File: src/rv_isa_pkg.sv
package rv_isa_pkg;

  // ==============================
  // Machine widths
  // ==============================

  localparam int XLEN = 32;

  // Data word, also used for addresses
  typedef logic [XLEN-1:0] xlen_t;

  // Architectural register index
  typedef logic [4:0] reg_idx_t;

  // Load/store width and signedness field
  typedef logic [2:0] funct3_t;

  // One enable per byte lane
  typedef logic [XLEN/8-1:0] wstrb_t;

  // ==============================
  // Load/store size in funct3[1:0]
  // ==============================

  localparam logic [1:0] SIZE_BYTE = 2'b00;
  localparam logic [1:0] SIZE_HALF = 2'b01;
  localparam logic [1:0] SIZE_WORD = 2'b10;

  // Set for LBU and LHU
  localparam int LD_UNSIGNED_BIT = 2;

endpackage

File: src/rv_pipe_pkg.sv
package rv_pipe_pkg;

  // Source of the stage result seen by forwarding and WB
  typedef enum logic [1:0] {
    RES_ALU = 2'd0,
    RES_PC4 = 2'd1,
    RES_TGT = 2'd2
  } res_src_e;

  // Trap cause carried down the pipe
  typedef enum logic [1:0] {
    TRAP_NONE          = 2'd0,
    TRAP_ILLEGAL       = 2'd1,
    TRAP_LDST_MISALIGN = 2'd2
  } trap_code_e;

endpackage

File: src/rv_wb_if.sv
interface rv_wb_if;

  // Control bits, cleared by a bubble in the MEM/WB register
  logic                    reg_write;
  logic                    trap;

  // Payload, allowed to go stale
  rv_pipe_pkg::trap_code_e trap_code;
  rv_isa_pkg::reg_idx_t    rd;
  rv_pipe_pkg::res_src_e   res_src;
  rv_isa_pkg::funct3_t     funct3;
  rv_isa_pkg::xlen_t       alu_result;
  rv_isa_pkg::xlen_t       pc_plus4;
  rv_isa_pkg::xlen_t       jb_tgt;
  rv_isa_pkg::xlen_t       ld_data;

  // Stage side
  modport src(
    output reg_write, trap, trap_code, rd, res_src, funct3,
    output alu_result, pc_plus4, jb_tgt, ld_data
  );

  // MEM/WB register side
  modport sink(
    input reg_write, trap, trap_code, rd, res_src, funct3,
    input alu_result, pc_plus4, jb_tgt, ld_data
  );

endinterface

File: src/rv_st_fmt.sv
module rv_st_fmt (
  input  rv_isa_pkg::xlen_t   rs2_data_i,
  input  logic [1:0]          addr_lo_i,
  input  rv_isa_pkg::funct3_t funct3_i,
  output rv_isa_pkg::xlen_t   wdata_o,
  output rv_isa_pkg::wstrb_t  wstrb_o
);

  // Signedness bit is irrelevant for stores
  logic [1:0] size;

  assign size = funct3_i[1:0];

  // Memory picks the lane by strobe, so data is copied to every lane
  always_comb begin
    case (size)
      rv_isa_pkg::SIZE_BYTE: begin
        wdata_o = {4{rs2_data_i[7:0]}};
        // One lane at the byte offset
        wstrb_o = 4'b0001 << addr_lo_i;
      end
      rv_isa_pkg::SIZE_HALF: begin
        wdata_o = {2{rs2_data_i[15:0]}};
        // Upper or lower pair, bit 0 is checked for alignment elsewhere
        wstrb_o = addr_lo_i[1] ? 4'b1100 : 4'b0011;
      end
      default: begin
        // SW and the unused size code write the whole word
        wdata_o = rs2_data_i;
        wstrb_o = 4'b1111;
      end
    endcase
  end

endmodule

File: src/rv_ld_fmt.sv
module rv_ld_fmt (
  input  rv_isa_pkg::xlen_t   rdata_i,
  input  logic [1:0]          addr_lo_i,
  input  rv_isa_pkg::funct3_t funct3_i,
  output rv_isa_pkg::xlen_t   data_o
);

  logic [7:0]  ld_byte;
  logic [15:0] ld_half;
  logic        ld_unsigned;

  // Byte lane chosen by the offset
  always_comb begin
    case (addr_lo_i)
      2'd0:    ld_byte = rdata_i[7:0];
      2'd1:    ld_byte = rdata_i[15:8];
      2'd2:    ld_byte = rdata_i[23:16];
      default: ld_byte = rdata_i[31:24];
    endcase
  end

  // Halfword lane, offset bit 0 ignored
  assign ld_half     = addr_lo_i[1] ? rdata_i[31:16] : rdata_i[15:0];
  assign ld_unsigned = funct3_i[rv_isa_pkg::LD_UNSIGNED_BIT];

  // Extend to a full word
  always_comb begin
    case (funct3_i[1:0])
      rv_isa_pkg::SIZE_BYTE:
        data_o = {{24{!ld_unsigned && ld_byte[7]}}, ld_byte};
      rv_isa_pkg::SIZE_HALF:
        data_o = {{16{!ld_unsigned && ld_half[15]}}, ld_half};
      default:
        data_o = rdata_i;
    endcase
  end

endmodule

File: src/rv_dmem_port.sv
module rv_dmem_port (
  input  logic                    valid_i,
  input  logic                    mem_read_i,
  input  logic                    mem_write_i,
  input  logic                    reg_write_i,
  input  logic                    trap_i,
  input  rv_pipe_pkg::trap_code_e trap_code_i,
  input  rv_isa_pkg::funct3_t     funct3_i,
  input  rv_isa_pkg::xlen_t       addr_i,
  input  rv_isa_pkg::xlen_t       rs2_data_i,
  output logic                    dmem_ren_o,
  output logic                    dmem_we_o,
  output rv_isa_pkg::xlen_t       dmem_raddr_o,
  output rv_isa_pkg::xlen_t       dmem_waddr_o,
  output rv_isa_pkg::xlen_t       dmem_wdata_o,
  output rv_isa_pkg::wstrb_t      dmem_wstrb_o,
  rv_wb_if.src                    wb
);

  logic               misalign;
  logic               trap;
  rv_isa_pkg::wstrb_t st_wstrb;

  // ==============================
  // Store formatting
  // ==============================

  rv_st_fmt rv_st_fmt_i (
    .rs2_data_i(rs2_data_i),
    .addr_lo_i (addr_i[1:0]),
    .funct3_i  (funct3_i),
    .wdata_o   (dmem_wdata_o),
    .wstrb_o   (st_wstrb)
  );

  // ==============================
  // Misalignment and trap merge
  // ==============================

  // Only a real load or store can be misaligned
  always_comb begin
    misalign = 1'b0;
    if (mem_read_i || mem_write_i) begin
      case (funct3_i[1:0])
        rv_isa_pkg::SIZE_HALF: misalign = addr_i[0];
        rv_isa_pkg::SIZE_WORD: misalign = |addr_i[1:0];
        default:               misalign = 1'b0;
      endcase
    end
  end

  // Trap from EX or from this stage
  assign trap = trap_i || misalign;

  // ==============================
  // Memory request
  // ==============================

  // A trapped access never reaches memory
  assign dmem_ren_o   = valid_i && mem_read_i && !trap;
  assign dmem_we_o    = valid_i && mem_write_i && !trap;
  // Memory is word addressed, lanes come from the strobes
  assign dmem_raddr_o = {addr_i[31:2], 2'b00};
  assign dmem_waddr_o = {addr_i[31:2], 2'b00};
  assign dmem_wstrb_o = mem_write_i ? st_wstrb : 4'b0000;

  // WB-bound control, a trap kills the register write
  assign wb.trap      = trap;
  assign wb.trap_code = misalign ? rv_pipe_pkg::TRAP_LDST_MISALIGN : trap_code_i;
  assign wb.reg_write = reg_write_i && !trap;

  // Request must only go out for accesses the formatter can place
  always_comb begin
    if (dmem_ren_o || dmem_we_o) begin
      a_aligned_access: assert (
        (funct3_i[1:0] == rv_isa_pkg::SIZE_BYTE) ||
        (funct3_i[1:0] == rv_isa_pkg::SIZE_HALF && !addr_i[0]) ||
        (funct3_i[1:0] == rv_isa_pkg::SIZE_WORD && addr_i[1:0] == 2'b00)
      );
    end
  end

endmodule

File: src/rv_mem_wb_reg.sv
module rv_mem_wb_reg (
  input  logic                    clk,
  input  logic                    rst_n,
  input  logic                    valid_i,
  input  logic                    stall_i,
  rv_wb_if.sink                   wb,
  output logic                    valid_o,
  output logic                    reg_write_wb_o,
  output logic                    trap_wb_o,
  output rv_pipe_pkg::trap_code_e trap_code_wb_o,
  output rv_isa_pkg::reg_idx_t    rd_wb_o,
  output rv_pipe_pkg::res_src_e   res_src_wb_o,
  output rv_isa_pkg::funct3_t     funct3_wb_o,
  output rv_isa_pkg::xlen_t       alu_result_wb_o,
  output rv_isa_pkg::xlen_t       pc_plus4_wb_o,
  output rv_isa_pkg::xlen_t       jb_tgt_wb_o,
  output rv_isa_pkg::xlen_t       ld_data_wb_o
);

  // ==============================
  // Control, bubble on idle input
  // ==============================

  always_ff @(posedge clk) begin
    if (!rst_n) begin
      valid_o        <= 1'b0;
      reg_write_wb_o <= 1'b0;
      trap_wb_o      <= 1'b0;
    end else if (!stall_i) begin
      valid_o        <= valid_i;
      // WB acts on these directly, so they must be clean on a bubble
      reg_write_wb_o <= valid_i && wb.reg_write;
      trap_wb_o      <= valid_i && wb.trap;
    end
  end

  // ==============================
  // Payload, no bubble
  // ==============================

  always_ff @(posedge clk) begin
    if (!stall_i) begin
      trap_code_wb_o  <= wb.trap_code;
      rd_wb_o         <= wb.rd;
      res_src_wb_o    <= wb.res_src;
      funct3_wb_o     <= wb.funct3;
      alu_result_wb_o <= wb.alu_result;
      pc_plus4_wb_o   <= wb.pc_plus4;
      jb_tgt_wb_o     <= wb.jb_tgt;
      // Load data was formatted in MEM
      ld_data_wb_o    <= wb.ld_data;
    end
  end

  // An instruction held in WB must not vanish during back-pressure
  a_valid_hold: assert property (
    @(posedge clk) disable iff (!rst_n)
    (stall_i && valid_o) |=> valid_o
  );

  // Side-effect bits only travel with a valid instruction
  a_ctrl_needs_valid: assert property (
    @(posedge clk) disable iff (!rst_n)
    (reg_write_wb_o || trap_wb_o) |-> valid_o
  );

endmodule

File: src/rv_stage_mem.sv
module rv_stage_mem (
  input  logic                    clk,
  input  logic                    rst_n,
  input  logic                    valid_i,
  input  logic                    stall_i,
  input  logic                    reg_write_i,
  input  logic                    mem_read_i,
  input  logic                    mem_write_i,
  input  logic                    trap_i,
  input  rv_pipe_pkg::trap_code_e trap_code_i,
  input  rv_pipe_pkg::res_src_e   res_src_i,
  input  rv_isa_pkg::funct3_t     funct3_i,
  input  rv_isa_pkg::reg_idx_t    rd_i,
  input  rv_isa_pkg::xlen_t       alu_result_i,
  input  rv_isa_pkg::xlen_t       rs2_data_i,
  input  rv_isa_pkg::xlen_t       pc_plus4_i,
  input  rv_isa_pkg::xlen_t       jb_tgt_i,
  // Data memory, answers in the same cycle
  output logic                    dmem_ren_o,
  output rv_isa_pkg::xlen_t       dmem_raddr_o,
  input  rv_isa_pkg::xlen_t       dmem_rdata_i,
  output logic                    dmem_we_o,
  output rv_isa_pkg::xlen_t       dmem_waddr_o,
  output rv_isa_pkg::xlen_t       dmem_wdata_o,
  output rv_isa_pkg::wstrb_t      dmem_wstrb_o,
  // Forwarding
  output rv_isa_pkg::xlen_t       result_mem_o,
  output rv_isa_pkg::xlen_t       ld_data_mem_o,
  // WB stage
  output logic                    valid_o,
  output logic                    reg_write_wb_o,
  output logic                    trap_wb_o,
  output rv_pipe_pkg::trap_code_e trap_code_wb_o,
  output rv_isa_pkg::reg_idx_t    rd_wb_o,
  output rv_pipe_pkg::res_src_e   res_src_wb_o,
  output rv_isa_pkg::funct3_t     funct3_wb_o,
  output rv_isa_pkg::xlen_t       alu_result_wb_o,
  output rv_isa_pkg::xlen_t       pc_plus4_wb_o,
  output rv_isa_pkg::xlen_t       jb_tgt_wb_o,
  output rv_isa_pkg::xlen_t       ld_data_wb_o
);

  rv_isa_pkg::xlen_t ld_fmt_data;

  rv_wb_if wb_bus ();

  // Request port also fills the bundle's control bits
  rv_dmem_port rv_dmem_port_i (
    .valid_i     (valid_i),
    .mem_read_i  (mem_read_i),
    .mem_write_i (mem_write_i),
    .reg_write_i (reg_write_i),
    .trap_i      (trap_i),
    .trap_code_i (trap_code_i),
    .funct3_i    (funct3_i),
    .addr_i      (alu_result_i),
    .rs2_data_i  (rs2_data_i),
    .dmem_ren_o  (dmem_ren_o),
    .dmem_we_o   (dmem_we_o),
    .dmem_raddr_o(dmem_raddr_o),
    .dmem_waddr_o(dmem_waddr_o),
    .dmem_wdata_o(dmem_wdata_o),
    .dmem_wstrb_o(dmem_wstrb_o),
    .wb          (wb_bus)
  );

  // Same-cycle memory, so loads are formatted here
  rv_ld_fmt rv_ld_fmt_i (
    .rdata_i  (dmem_rdata_i),
    .addr_lo_i(alu_result_i[1:0]),
    .funct3_i (funct3_i),
    .data_o   (ld_fmt_data)
  );

  assign ld_data_mem_o = ld_fmt_data;

  // ==============================
  // Forwarded result
  // ==============================

  always_comb begin
    case (res_src_i)
      rv_pipe_pkg::RES_PC4: result_mem_o = pc_plus4_i;
      rv_pipe_pkg::RES_TGT: result_mem_o = jb_tgt_i;
      default:              result_mem_o = alu_result_i;
    endcase
  end

  // Payload side of the bundle
  assign wb_bus.rd         = rd_i;
  assign wb_bus.res_src    = res_src_i;
  assign wb_bus.funct3     = funct3_i;
  assign wb_bus.alu_result = alu_result_i;
  assign wb_bus.pc_plus4   = pc_plus4_i;
  assign wb_bus.jb_tgt     = jb_tgt_i;
  assign wb_bus.ld_data    = ld_fmt_data;

  rv_mem_wb_reg rv_mem_wb_reg_i (
    .clk            (clk),
    .rst_n          (rst_n),
    .valid_i        (valid_i),
    .stall_i        (stall_i),
    .wb             (wb_bus),
    .valid_o        (valid_o),
    .reg_write_wb_o (reg_write_wb_o),
    .trap_wb_o      (trap_wb_o),
    .trap_code_wb_o (trap_code_wb_o),
    .rd_wb_o        (rd_wb_o),
    .res_src_wb_o   (res_src_wb_o),
    .funct3_wb_o    (funct3_wb_o),
    .alu_result_wb_o(alu_result_wb_o),
    .pc_plus4_wb_o  (pc_plus4_wb_o),
    .jb_tgt_wb_o    (jb_tgt_wb_o),
    .ld_data_wb_o   (ld_data_wb_o)
  );

endmodule

File: config.mk
export PLATFORM = sky130hd
export DESIGN_NAME = rv_stage_mem
export DESIGN_NICKNAME = d
export VERILOG_FILES = /design/src/rv_isa_pkg.sv /design/src/rv_pipe_pkg.sv /design/src/rv_wb_if.sv /design/src/rv_st_fmt.sv /design/src/rv_ld_fmt.sv /design/src/rv_dmem_port.sv /design/src/rv_mem_wb_reg.sv /design/src/rv_stage_mem.sv
export SDC_FILE = /design/constraint.sdc
export NUM_CORES = 1
export LEC_CHECK = 0
export BUFFER_PORTS_ARGS = -buffer_cell sky130_fd_sc_hd__buf_4
export CAP_MARGIN = 10
export CORE_AREA = 3 3 191 193
export DETAILED_ROUTE_END_ITERATION = 10
export DIE_AREA = 0 0 194 196
export GPL_TIMING_DRIVEN = 0
export HOLD_SLACK_MARGIN = 0.15
export PLACE_DENSITY = 0.49
export SYNTH_ARGS = -nofsm -noshare
export SYNTH_HDL_FRONTEND = slang
export SYNTH_SLANG_ARGS = --single-unit
File: constraint.sdc
create_clock -name clk -period 4.9 [get_ports clk]
set_clock_uncertainty 0.2 [all_clocks]
set_input_delay 0.245 -clock clk [delete_from_list [all_inputs] [get_ports clk]]
set_output_delay 0.245 -clock clk [all_outputs]
set_load 0.05 [all_outputs]
---- Word-level counts from Yosys, hierarchy flattened ----
Index checks and enable logic that the tools add are counted.
cells by class
  equal/unequal tests ..................... 6
  shift-type cells ........................ 1
  muxes and demuxes ....................... 10
  reductions and logical operators ........ 16
operators by type and width
  operator                                          count
  case mux 32 bit (2 select lines)                  3
  case mux 8 bit (3 select lines)                   1
  2-to-1 mux 16 bit                                 1
  logical AND 1 bit                                 9
  2-to-1 mux 4 bit                                  2
  case mux 4 bit (2 select lines)                   1
  == test 2 x 1 -> 1 bit (second input constant)    3
  == test 2 bit (second input constant)             3
  logical NOT 2 bit                                 2
  left shift 1 x 2 -> 4 bit (first input constant)  1
  logical NOT 1 bit                                 2
  logical OR 1 bit                                  2
  case mux 1 bit (2 select lines)                   1
  OR reduction 2 bit                                1
  2-to-1 mux 1 bit                                  1
storage, ports and cells
  register bits after elaboration ......... 143
  input bits .............................. 180
  output and inout bits ................... 309
  logic and storage cells ................. 44

---- Logic depth before layout (Yosys ltp) ----
Gate-level depths: netlist (run 1).
  word-level depth ........................ 7
  mapped depth ............................ 9
  mapped depth without buffers ............ 5

---- Worst setup path before layout (run 1) ----
Ideal clock, no wire load.
  kind .................................... input -> register
  from .................................... input stall_i
  to ...................................... register rv_mem_wb_reg_i.alu_result_wb_o[0], enable pin
  library setup time ...................... 0.493 ns
  arrival ................................. 2.961 ns
  required time ........................... 4.207 ns
  slack ................................... 1.246 ns
  cell stages on the path ................. 1
  buffers on the path ..................... 0
  cell sequence ........................... inv_1
RTL lines
  what                    RTL line             RTL
  start: declaration      rv_stage_mem.sv:5    input logic stall_i,
  end signal: assignment  rv_mem_wb_reg.sv:47  alu_result_wb_o <= wb.alu_result;
  end: declaration        rv_mem_wb_reg.sv:14  output rv_isa_pkg::xlen_t alu_result_wb_o,
No word-level cell between the ends.

---- Worst setup path after layout (run 1) ----
  from .................................... input funct3_i[1]
  to ...................................... output ld_data_mem_o[10]
on the way
  cells in the longest elaborated chain, start to end .. 2
  elaborated cells on any way between the ends .. 3
  classes of those cells .................. eq/ne: 1; mux: 1; reduce/logical: 1
ends and longest elaborated chain
  what                                                         RTL line            RTL
  start: declaration                                           rv_stage_mem.sv:12  input rv_isa_pkg::funct3_t funct3_i,
  == test 2 x 1 -> 1 bit or logical NOT 2 bit (tied branches)  rv_ld_fmt.sv:28     case (funct3_i[1:0])
  case mux 32 bit (2 select lines) *                           rv_ld_fmt.sv:28
  end: declaration                                             rv_stage_mem.sv:28  output rv_isa_pkg::xlen_t ld_data_mem_o,
Mark *: on every way between the ends. The rest lies on a longest branch, timed or not.

==> results of run 1 <==
[critical path, cell delays in order]
cell	delay, ns
dlygate4sd3_1	0.53
buf_4	0.13
clkbuf_1	0.43
inv_1	0.13
ha_1	0.21
buf_4	0.16
buf_6	0.14
mux2i_1	0.43
a22oi_1	0.13
dlygate4sd3_1	0.60
nand3_1	0.15
buf_4	0.23
[placed cells by master, fill, tap and decap left out, drive strengths merged, types with 3 or more instances in the layout]
cell / n
clkinvlp: 4
ha: 5
nor2b: 5
a21oi: 34
nor3: 3
clkbuf: 38
o21ai: 36
nor2: 4
mux2: 19
edfxtp: 140
inv: 9
and2: 3
clkinv: 5
a221o: 6
a22o: 14
buf: 571
o21a: 3
nand2: 54
conb: 4
nand3: 8
a22oi: 50
dlygate4sd3: 154
and3: 7
dfxtp: 3
[registers in the layout, summed over array words and instances, names as in the netlist]
register                         count
rv_mem_wb_reg_i.jb_tgt_wb_o         32
rv_mem_wb_reg_i.reg_write_wb_o       1
rv_mem_wb_reg_i.trap_code_wb_o       2
rv_mem_wb_reg_i.alu_result_wb_o     32
rv_mem_wb_reg_i.res_src_wb_o         2
rv_mem_wb_reg_i.ld_data_wb_o        32
rv_mem_wb_reg_i.pc_plus4_wb_o       32
rv_mem_wb_reg_i.funct3_wb_o          3
rv_mem_wb_reg_i.rd_wb_o              5
rv_mem_wb_reg_i.valid_o              1
rv_mem_wb_reg_i.trap_wb_o            1
[worst paths after layout]
path | cells past startpoint | startpoint | endpoint | slack (ns)
hold reg to reg | 3 | rv_mem_wb_reg_i.valid_o$_SDFFE_PN0N_ | rv_mem_wb_reg_i.valid_o$_SDFFE_PN0N_ | 0.83
setup / recovery | 12 | funct3_i[1] | ld_data_mem_o[10] | 0.93
setup reg to reg | 4 | rv_mem_wb_reg_i.trap_wb_o$_SDFFE_PN0N_ | rv_mem_wb_reg_i.trap_wb_o$_SDFFE_PN0N_ | 3.31
hold / removal | 4 | mem_read_i | rv_mem_wb_reg_i.trap_code_wb_o[0]$_SDFFCE_PP0N_ | 0.24
[synth_stat cells, types with 2 or more instances]
cell / number
nor2b_1: 5
nand3_1: 8
a22o_1: 14
nor3_1: 3
inv_1: 6
nand2_1: 54
nand3b_1: 2
buf_6: 6
buf_2: 3
o21a_1: 3
mux2i_1: 2
buf_4: 76
edfxtp_1: 140
and2_1: 3
o21ai_0: 35
clkbuf_1: 19
a221o_1: 6
nand2b_1: 2
mux2_4: 6
dfxtp_1: 3
a22oi_1: 49
nor2_1: 4
and3_2: 2
a21oi_1: 34
mux2_2: 13
and3_1: 5
ha_1: 5
[cell families (layout without fill, tap and decap cells)]
kind of cell	after synthesis	count (layout)	synth area share, %
AOI/OAI and AO/OA	148	148	14.6
adders and majority gates	5	5	0.923
buffers and inverters	111	782	11.1
DFF	143	143	62.9
muxes	22	22	4.17
other	1	4	0.0553
and+or+nand+nor	92	92	6.28
[per-stage QoR]
step / std cells / area (um^2)
detailed placement: 1465 / 11000
finish: 1651 / 13100
CTS: 1651 / 13100
global placement: 1464 / 11000
floorplan: 525 / 6790
global route: 1651 / 13100
[cell type report]
type                    instances  area [um^2]
inverters                       6         27.5
plain buffers                 105          728
clock buffers                  19          433
clock inverters                13          113
flip-flops and latches        143         4260
fillers                      3474        21600
repair buffers                639         5200
multi-input cells             271         1770
well taps                     455          569
[power by group through the flow]
stage	Clock, mW	Combinational, mW	Sequential [mW]
CTS	1.29	1.71	1.49
finish	1.26	1.70	1.49
global route	1.34	1.77	1.50
detailed placement	0	1.61	1.52
floorplan	0	0.628	1.89
global placement	0	1.60	1.52
[routing by layer]
| metal | track usage [%] | vias to the layer above | wire (um) |
|---|---|---|---|
| met5 | 0 | - | 0 |
| met2 | 31.6 | 381 | 18000 |
| li1 | - | 3211 | - |
| met3 | 5.46 | 43 | 2680 |
| met1 | 17.8 | 3307 | 12300 |
| met4 | 5.98 | 0 | 894 |
==> impl_metrics.ini, run 1 <==
[worst_setup_path]
cp-end-kind = output port
critPathKind = in -> out
crit_arrival_ns = 3.52
critPathMaxFanout = 10
cp.required_ns = 4.45
start_kind = input port

[finish]
nNetsFinal = 1368
antenna_cells = 0
synthToLayoutAreaGrowth_pct = 93.5
final_core_util_pct = 37.8
layout-drive-gt1-share_pct = 52.3

[synth]
synth.area.top_cells = edfxtp_1 62%, buf_4 8.4%, a22oi_1 5.4%
yosysWarnings = 0
synthArstFlopShare_pct = 0
synth_edf_count = 140
ys_seq_elements = 143
synthFlopType = edfxtp_1
synth_area_mm2 = 0.00678
syn_inst = 522
ys_seq_area_share_pct = 62.9
yosys.area.top_type_share_pct = 62.0
yosys.area.top_type = edfxtp_1
synth.avg_cell_area_um2 = 13.0
synth.distinct_cells = 41

[job]
cap_violations = 0

[timing]
rsz0062_at_grt = false
fin_setup_tns_ns = 0
hold_slack_ns = 0.238
hold_viol = 0
min_period_ns = 3.97
timing.final.ws_setup_ns = 0.934
relSlewSlack_pct = 48.2
setup_viol = 0
finalCritPeriodShare_pct = 80.9
fmaxAchievable_mhz = 252
tightest_slew_ns = 0.777
drv_slew = 0

[detailed_routing]
totalWireLength_um = 33900
drtAntennaViolNets = 0
via_per_inst = 4.20
dr_total_vias = 6942
drtIter0Drc = 288
drt_pre_antenna_iters = 4
drc = 0
wl_per_cell_um = 20.5

[clocking]
cts.sinks = 143
cts_tree = yes
cts_max_path_buffers = 2
cts_resized = 0
h-tree-depth = 4
clockRootBuffer = clkbuf_16
postCtsHoldBufs = 154
clk_latency_ns = 0.43
cts_inserted_buffers = 17
clkTransAtPathRegs_ns = 0.06
cts_setup_buffers = 0

[placed_design]
io_buffers = 484
place_congestion = 0.787
dp_hpwl_um = 26700
preCtsSetupSlack_ns = 1.84

[floorplan]
die_area_mm2 = 0.0380
start_util_pct = 19.5
row_count = 68
die_y_um = 196
num_io_pins = 489
die_x_um = 194
core-area_mm2 = 0.0347

[outcome]
status = finished clean

[power_and_ir_drop]
p_int_mw = 2.72
power_density_mw_per_mm2 = 339
power_mw = 4.45
switching_power_mw = 1.73
pwr-share-seq_pct = 33.5
max-vdd-ir-drop_v = 0.000230
leakagePower_nw = 5.86
switching_share_pct = 38.9
p_clk_share_pct = 28.3
p_comb_share_pct = 38.2

[min_path]
hp-class = in -> reg

[global_route]
grt_pass1_vias = 7164
grt_use_total_pct = 16.9
grt_max_degree = 91
grt_first_pass_wirelength_um = 47800
overflow = 0
antenna_found_initial = 0
(Power assumes the default switching activity.)
==> run 2, diff against run 1 <==
clock period = 3.9 ns   (was 4.9 ns; I/O delays follow)
==> impl_metrics.ini, run 2 (same netlist as run 1, synthesis figures left out) <==
[job]
cap_violations = 0

[timing]
min_period_ns = 3.42
hold_viol = 0
timing.final.ws_setup_ns = 0.483
relSlewSlack_pct = 48.2
hold_slack_ns = 0.189
rsz0062_at_grt = false
fmaxAchievable_mhz = 293
tightest_slew_ns = 0.777
finalCritPeriodShare_pct = 87.6
drv_slew = 0
setup_viol = 0

[clocking]
cts_setup_buffers = 0
cts_resized = 0
h-tree-depth = 4
cts_max_path_buffers = 2
clk_latency_ns = 0.43
cts_tree = yes
cts_inserted_buffers = 17
cts.sinks = 143
clockRootBuffer = clkbuf_16
clkTransAtPathRegs_ns = 0.06

[power_and_ir_drop]
p_int_mw = 3.42
switching_share_pct = 38.8
max-vdd-ir-drop_v = 0.000289
switching_power_mw = 2.17
p_clk_share_pct = 28.2
power_density_mw_per_mm2 = 425
pwr-share-seq_pct = 33.5
leakagePower_nw = 5.87
p_comb_share_pct = 38.3

[finish]
fillers = 3468
layout-drive-gt1-share_pct = 52.2
synthToLayoutAreaGrowth_pct = 93.7
layout.cells.non_filler = 1652
most-common-layout-cells = 560 x buf_4, 156 x dlygate4sd3_1, 140 x edfxtp_1
finish.instance_area_mm2 = 0.0131
antenna_cells = 0
nNetsFinal = 1369
layout_commonest_cell = buf_4

[worst_setup_path]
critPathMaxFanout = 11
cp_slowest_cell = dlygate4sd3_1
crit_arrival_ns = 3.02
rrSetupSlack_ns = 2.31
cp_common_cell = buf_4
cp-end-kind = output port
critPathBufInv = 7
cp_slowest_stage_delay_ns = 0.59
cp.required_ns = 3.50
cp_top_family = buffers and inverters
critPathKind = in -> out
start_kind = input port
path_cells = dlygate4sd3_1 > buf_4 > inv_1 > ha_1 > buf_4 > buf_6 > mux2i_1 > a22oi_1 > dlygate4sd3_1 > nand3_1 > buf_4

[detailed_routing]
totalWireLength_um = 33800
drtIter0Drc = 301
via_per_inst = 4.18
drc = 0
drt_pre_antenna_iters = 5
drtAntennaViolNets = 0
dr_total_vias = 6901
wl_per_cell_um = 20.5

[global_route]
overflow = 0
grt_max_degree = 91
grt_use_total_pct = 16.9
grt_first_pass_wirelength_um = 47800
grt_pass1_vias = 7157
antenna_found_initial = 0

[floorplan]
core-area_mm2 = 0.0347
die_x_um = 194
row_count = 68
die_y_um = 196
die_area_mm2 = 0.0380
num_io_pins = 489
start_util_pct = 19.5

[placed_design]
placedInstanceArea_mm2 = 0.0110
place_inst = 1465
preCtsSetupSlack_ns = 0.941
io_buffers = 484
dp_hpwl_um = 26700
place_congestion = 0.787

[outcome]
status = finished clean

[min_path]
hp-class = in -> reg
==> run 2: changes by cell type in the layout (fill, tap and decap cells not counted), sizes merged <==
cell,change
dlygate4sd3,+2
clkbuf,-1
==> run 2: power by group through the flow <==
| stage | sequential [mW] | clock (mW) | combinational (mW) |
|---|---|---|---|
| after global routing | 1.88 | 1.69 | 2.22 |
| after global placement | 1.92 | 0 | 2.01 |
| after detailed placement | 1.91 | 0 | 2.02 |
| final | 1.87 | 1.57 | 2.14 |
| after CTS | 1.87 | 1.62 | 2.16 |
| after floorplan | 2.37 | 0 | 0.789 |
==> run 2: worst register-to-register path, cell delays in order, from the launching register on <==
cell and delay [ns]:
dfxtp_1 0.33, a21oi_1 0.13, o21ai_0 0.08, and3_1 0.18, dlygate4sd3_1 0.55
==> run 2: path summary, 6_finish.rpt <==
path / startpoint / cells past startpoint / to
max: funct3_i[1] / 11 / ld_data_mem_o[10]
min: mem_read_i / 4 / rv_mem_wb_reg_i.trap_code_wb_o[0]$_SDFFCE_PP0N_
max reg2reg: rv_mem_wb_reg_i.trap_wb_o$_SDFFE_PN0N_ / 4 / rv_mem_wb_reg_i.trap_wb_o$_SDFFE_PN0N_
min reg2reg: rv_mem_wb_reg_i.valid_o$_SDFFE_PN0N_ / 3 / rv_mem_wb_reg_i.valid_o$_SDFFE_PN0N_
==> run 2: final cells by class <==
type / count / area (um^2) / share of cell area (%)
Buffer: 104 / 724 / 5.52
Clock buffer: 19 / 433 / 3.30
Clock inverter: 13 / 113 / 0.858
Inverter: 6 / 27.5 / 0.210
Multi-Input combinational cell: 271 / 1770 / 13.5
Sequential cell: 143 / 4260 / 32.5
Tap cell: 455 / 569 / 4.34
Timing Repair Buffer: 641 / 5220 / 39.8
==> run 2: routing by layer <==
layer / vias to the layer above / global-route usage (%) / share of wire, %
li1: 3212 / - / -
met1: 3272 / 17.8 / 36
met2: 369 / 31.8 / 53
met3: 48 / 5.43 / 7.8
met4: 0 / 5.88 / 2.8
met5: - / 0 / 0
==> run 2: through the flow <==
step           TNS [ns]  utilization (%)  total power, mW
2_1_floorplan         0                -             3.16
3_3_place_gp    -209.11             31.7             3.93
3_5_place_dp          0             31.8             3.92
4_1_cts               0             37.8             5.66
5_1_grt               0             37.8             5.79
6_report              0             37.8             5.58
==> run 2: repair_timing <==
item	in CTS	in global routing
setup endpoints to repair	0	3
hold buffers	156	0
hold endpoints to repair	194	0
==> run 3, diff against run 2 <==
GPL_TIMING_DRIVEN = 1   (was 0)
==> impl_metrics.ini, run 3 (same netlist as run 1, synthesis figures left out) <==
[outcome]
status = finished clean

[global_route]
overflow = 0
grt_use_total_pct = 16.0
grt_pass1_vias = 6739
grt_max_degree = 79
antenna_found_initial = 0
grt_first_pass_wirelength_um = 44900

[worst_setup_path]
crit_arrival_ns = 3.36
cp_slowest_cell = dlygate4sd3_1
critPathBufInv = 6
path_cells = dlygate4sd3_1 > buf_4 > inv_1 > ha_1 > nor2_2 > buf_4 > a22oi_1 > dlygate4sd3_1 > o21ai_0 > buf_4
cp.required_ns = 3.50
rrSetupSlack_ns = 1.22
cp-end-kind = output port
start_kind = input port
cp_slowest_stage_delay_ns = 0.56
cp_common_cell = buf_4
critPathMaxFanout = 20
cp_top_family = buffers and inverters
critPathKind = in -> out

[floorplan]
num_io_pins = 489
start_util_pct = 19.5
die_y_um = 196
die_x_um = 194
core-area_mm2 = 0.0347
row_count = 68
die_area_mm2 = 0.0380

[detailed_routing]
wl_met2_um = 16600
drc = 0
dr_wl_met3_um = 2620
wl_met1_um = 11600
drt_pre_antenna_iters = 5
top_layer_used = met4
via_per_inst = 4.25
totalWireLength_um = 32000
drtAntennaViolNets = 0
wl_per_cell_um = 20.5
dr_total_vias = 6628
drtIter0Drc = 268

[finish]
fillers = 3455
layout.cells.non_filler = 1558
layout-drive-gt1-share_pct = 49.8
most-common-layout-cells = 492 x buf_4, 161 x dlygate4sd3_1, 140 x edfxtp_1
nNetsFinal = 1278
synthToLayoutAreaGrowth_pct = 85.3
layout_commonest_cell = buf_4
final_core_util_pct = 36.2
finish.instance_area_mm2 = 0.0126
antenna_cells = 0

[timing]
fmaxAchievable_mhz = 267
min_period_ns = 3.75
drv_slew = 0
hold_slack_ns = 0.292
fin_setup_tns_ns = 0
tightest_slew_ns = 0.787
hold_viol = 0
relSlewSlack_pct = 47.5
finalCritPeriodShare_pct = 96.2
timing.final.ws_setup_ns = 0.148
setup_viol = 0
rsz0062_at_grt = false

[job]
cap_violations = 0

[placed_design]
placedInstanceArea_mm2 = 0.0104
preCtsSetupSlack_ns = 1.19
place_congestion = 0.815
dp_hpwl_um = 24800
io_buffers = 484
place_inst = 1368

[clocking]
cts_max_path_buffers = 2
cts_resized = 0
cts.sinks = 143
cts_tree = yes
clkTransAtPathRegs_ns = 0.06
cts_inserted_buffers = 17
h-tree-depth = 4
cts_setup_buffers = 0
clk_latency_ns = 0.43
clockRootBuffer = clkbuf_16

[power_and_ir_drop]
leakagePower_nw = 5.53
power_mw = 5.66
p_int_mw = 3.55
p_comb_share_pct = 36.5
p_clk_share_pct = 30.3
max-vdd-ir-drop_v = 0.000287
power_density_mw_per_mm2 = 450
switching_power_mw = 2.11
switching_share_pct = 37.3
pwr-share-seq_pct = 33.2

[min_path]
hp-class = in -> reg
run 3: layer usage:
layer	global-route usage, %	up-vias
li1	-	3035
met1	16.7	3164
met2	29.2	382
met3	5.22	47
met4	7.42	0
met5	0	-
run 3: cell type report:
class	instances	area, um^2	area share (%)
clock buffer	17	425	3.39
clock inverter	12	169	1.35
inverter	6	27.5	0.219
multi-input combinational	271	1780	14.2
sequential	143	4260	34.0
tap	455	569	4.53
timing repair buffer	654	5330	42.4
run 3: power groups by stage:
stage / Sequential (mW) / Clock (mW) / Combinational, mW
2_1_floorplan: 2.37 / 0 / 0.789
3_3_place_gp: 1.91 / 0 / 1.94
3_5_place_dp: 1.91 / 0 / 1.93
4_1_cts: 1.88 / 1.77 / 2.08
5_1_grt: 1.89 / 1.83 / 2.14
6_report: 1.88 / 1.71 / 2.06
run 3: path summary, 6_finish.rpt:
check / startpoint / to / depth (start not counted)
min: pc_plus4_i[27] / rv_mem_wb_reg_i.pc_plus4_wb_o[27]$_DFFE_PN_ / 2
max: funct3_i[1] / ld_data_mem_o[0] / 10
min reg2reg: rv_mem_wb_reg_i.valid_o$_SDFFE_PN0N_ / rv_mem_wb_reg_i.valid_o$_SDFFE_PN0N_ / 3
max reg2reg: rv_mem_wb_reg_i.trap_wb_o$_SDFFE_PN0N_ / rv_mem_wb_reg_i.trap_wb_o$_SDFFE_PN0N_ / 6
run 3: repair_timing:
item                                   CTS  global route
setup endpoints to repair                0             0
hold buffers                           161             0
endpoints found under the hold margin  154             0
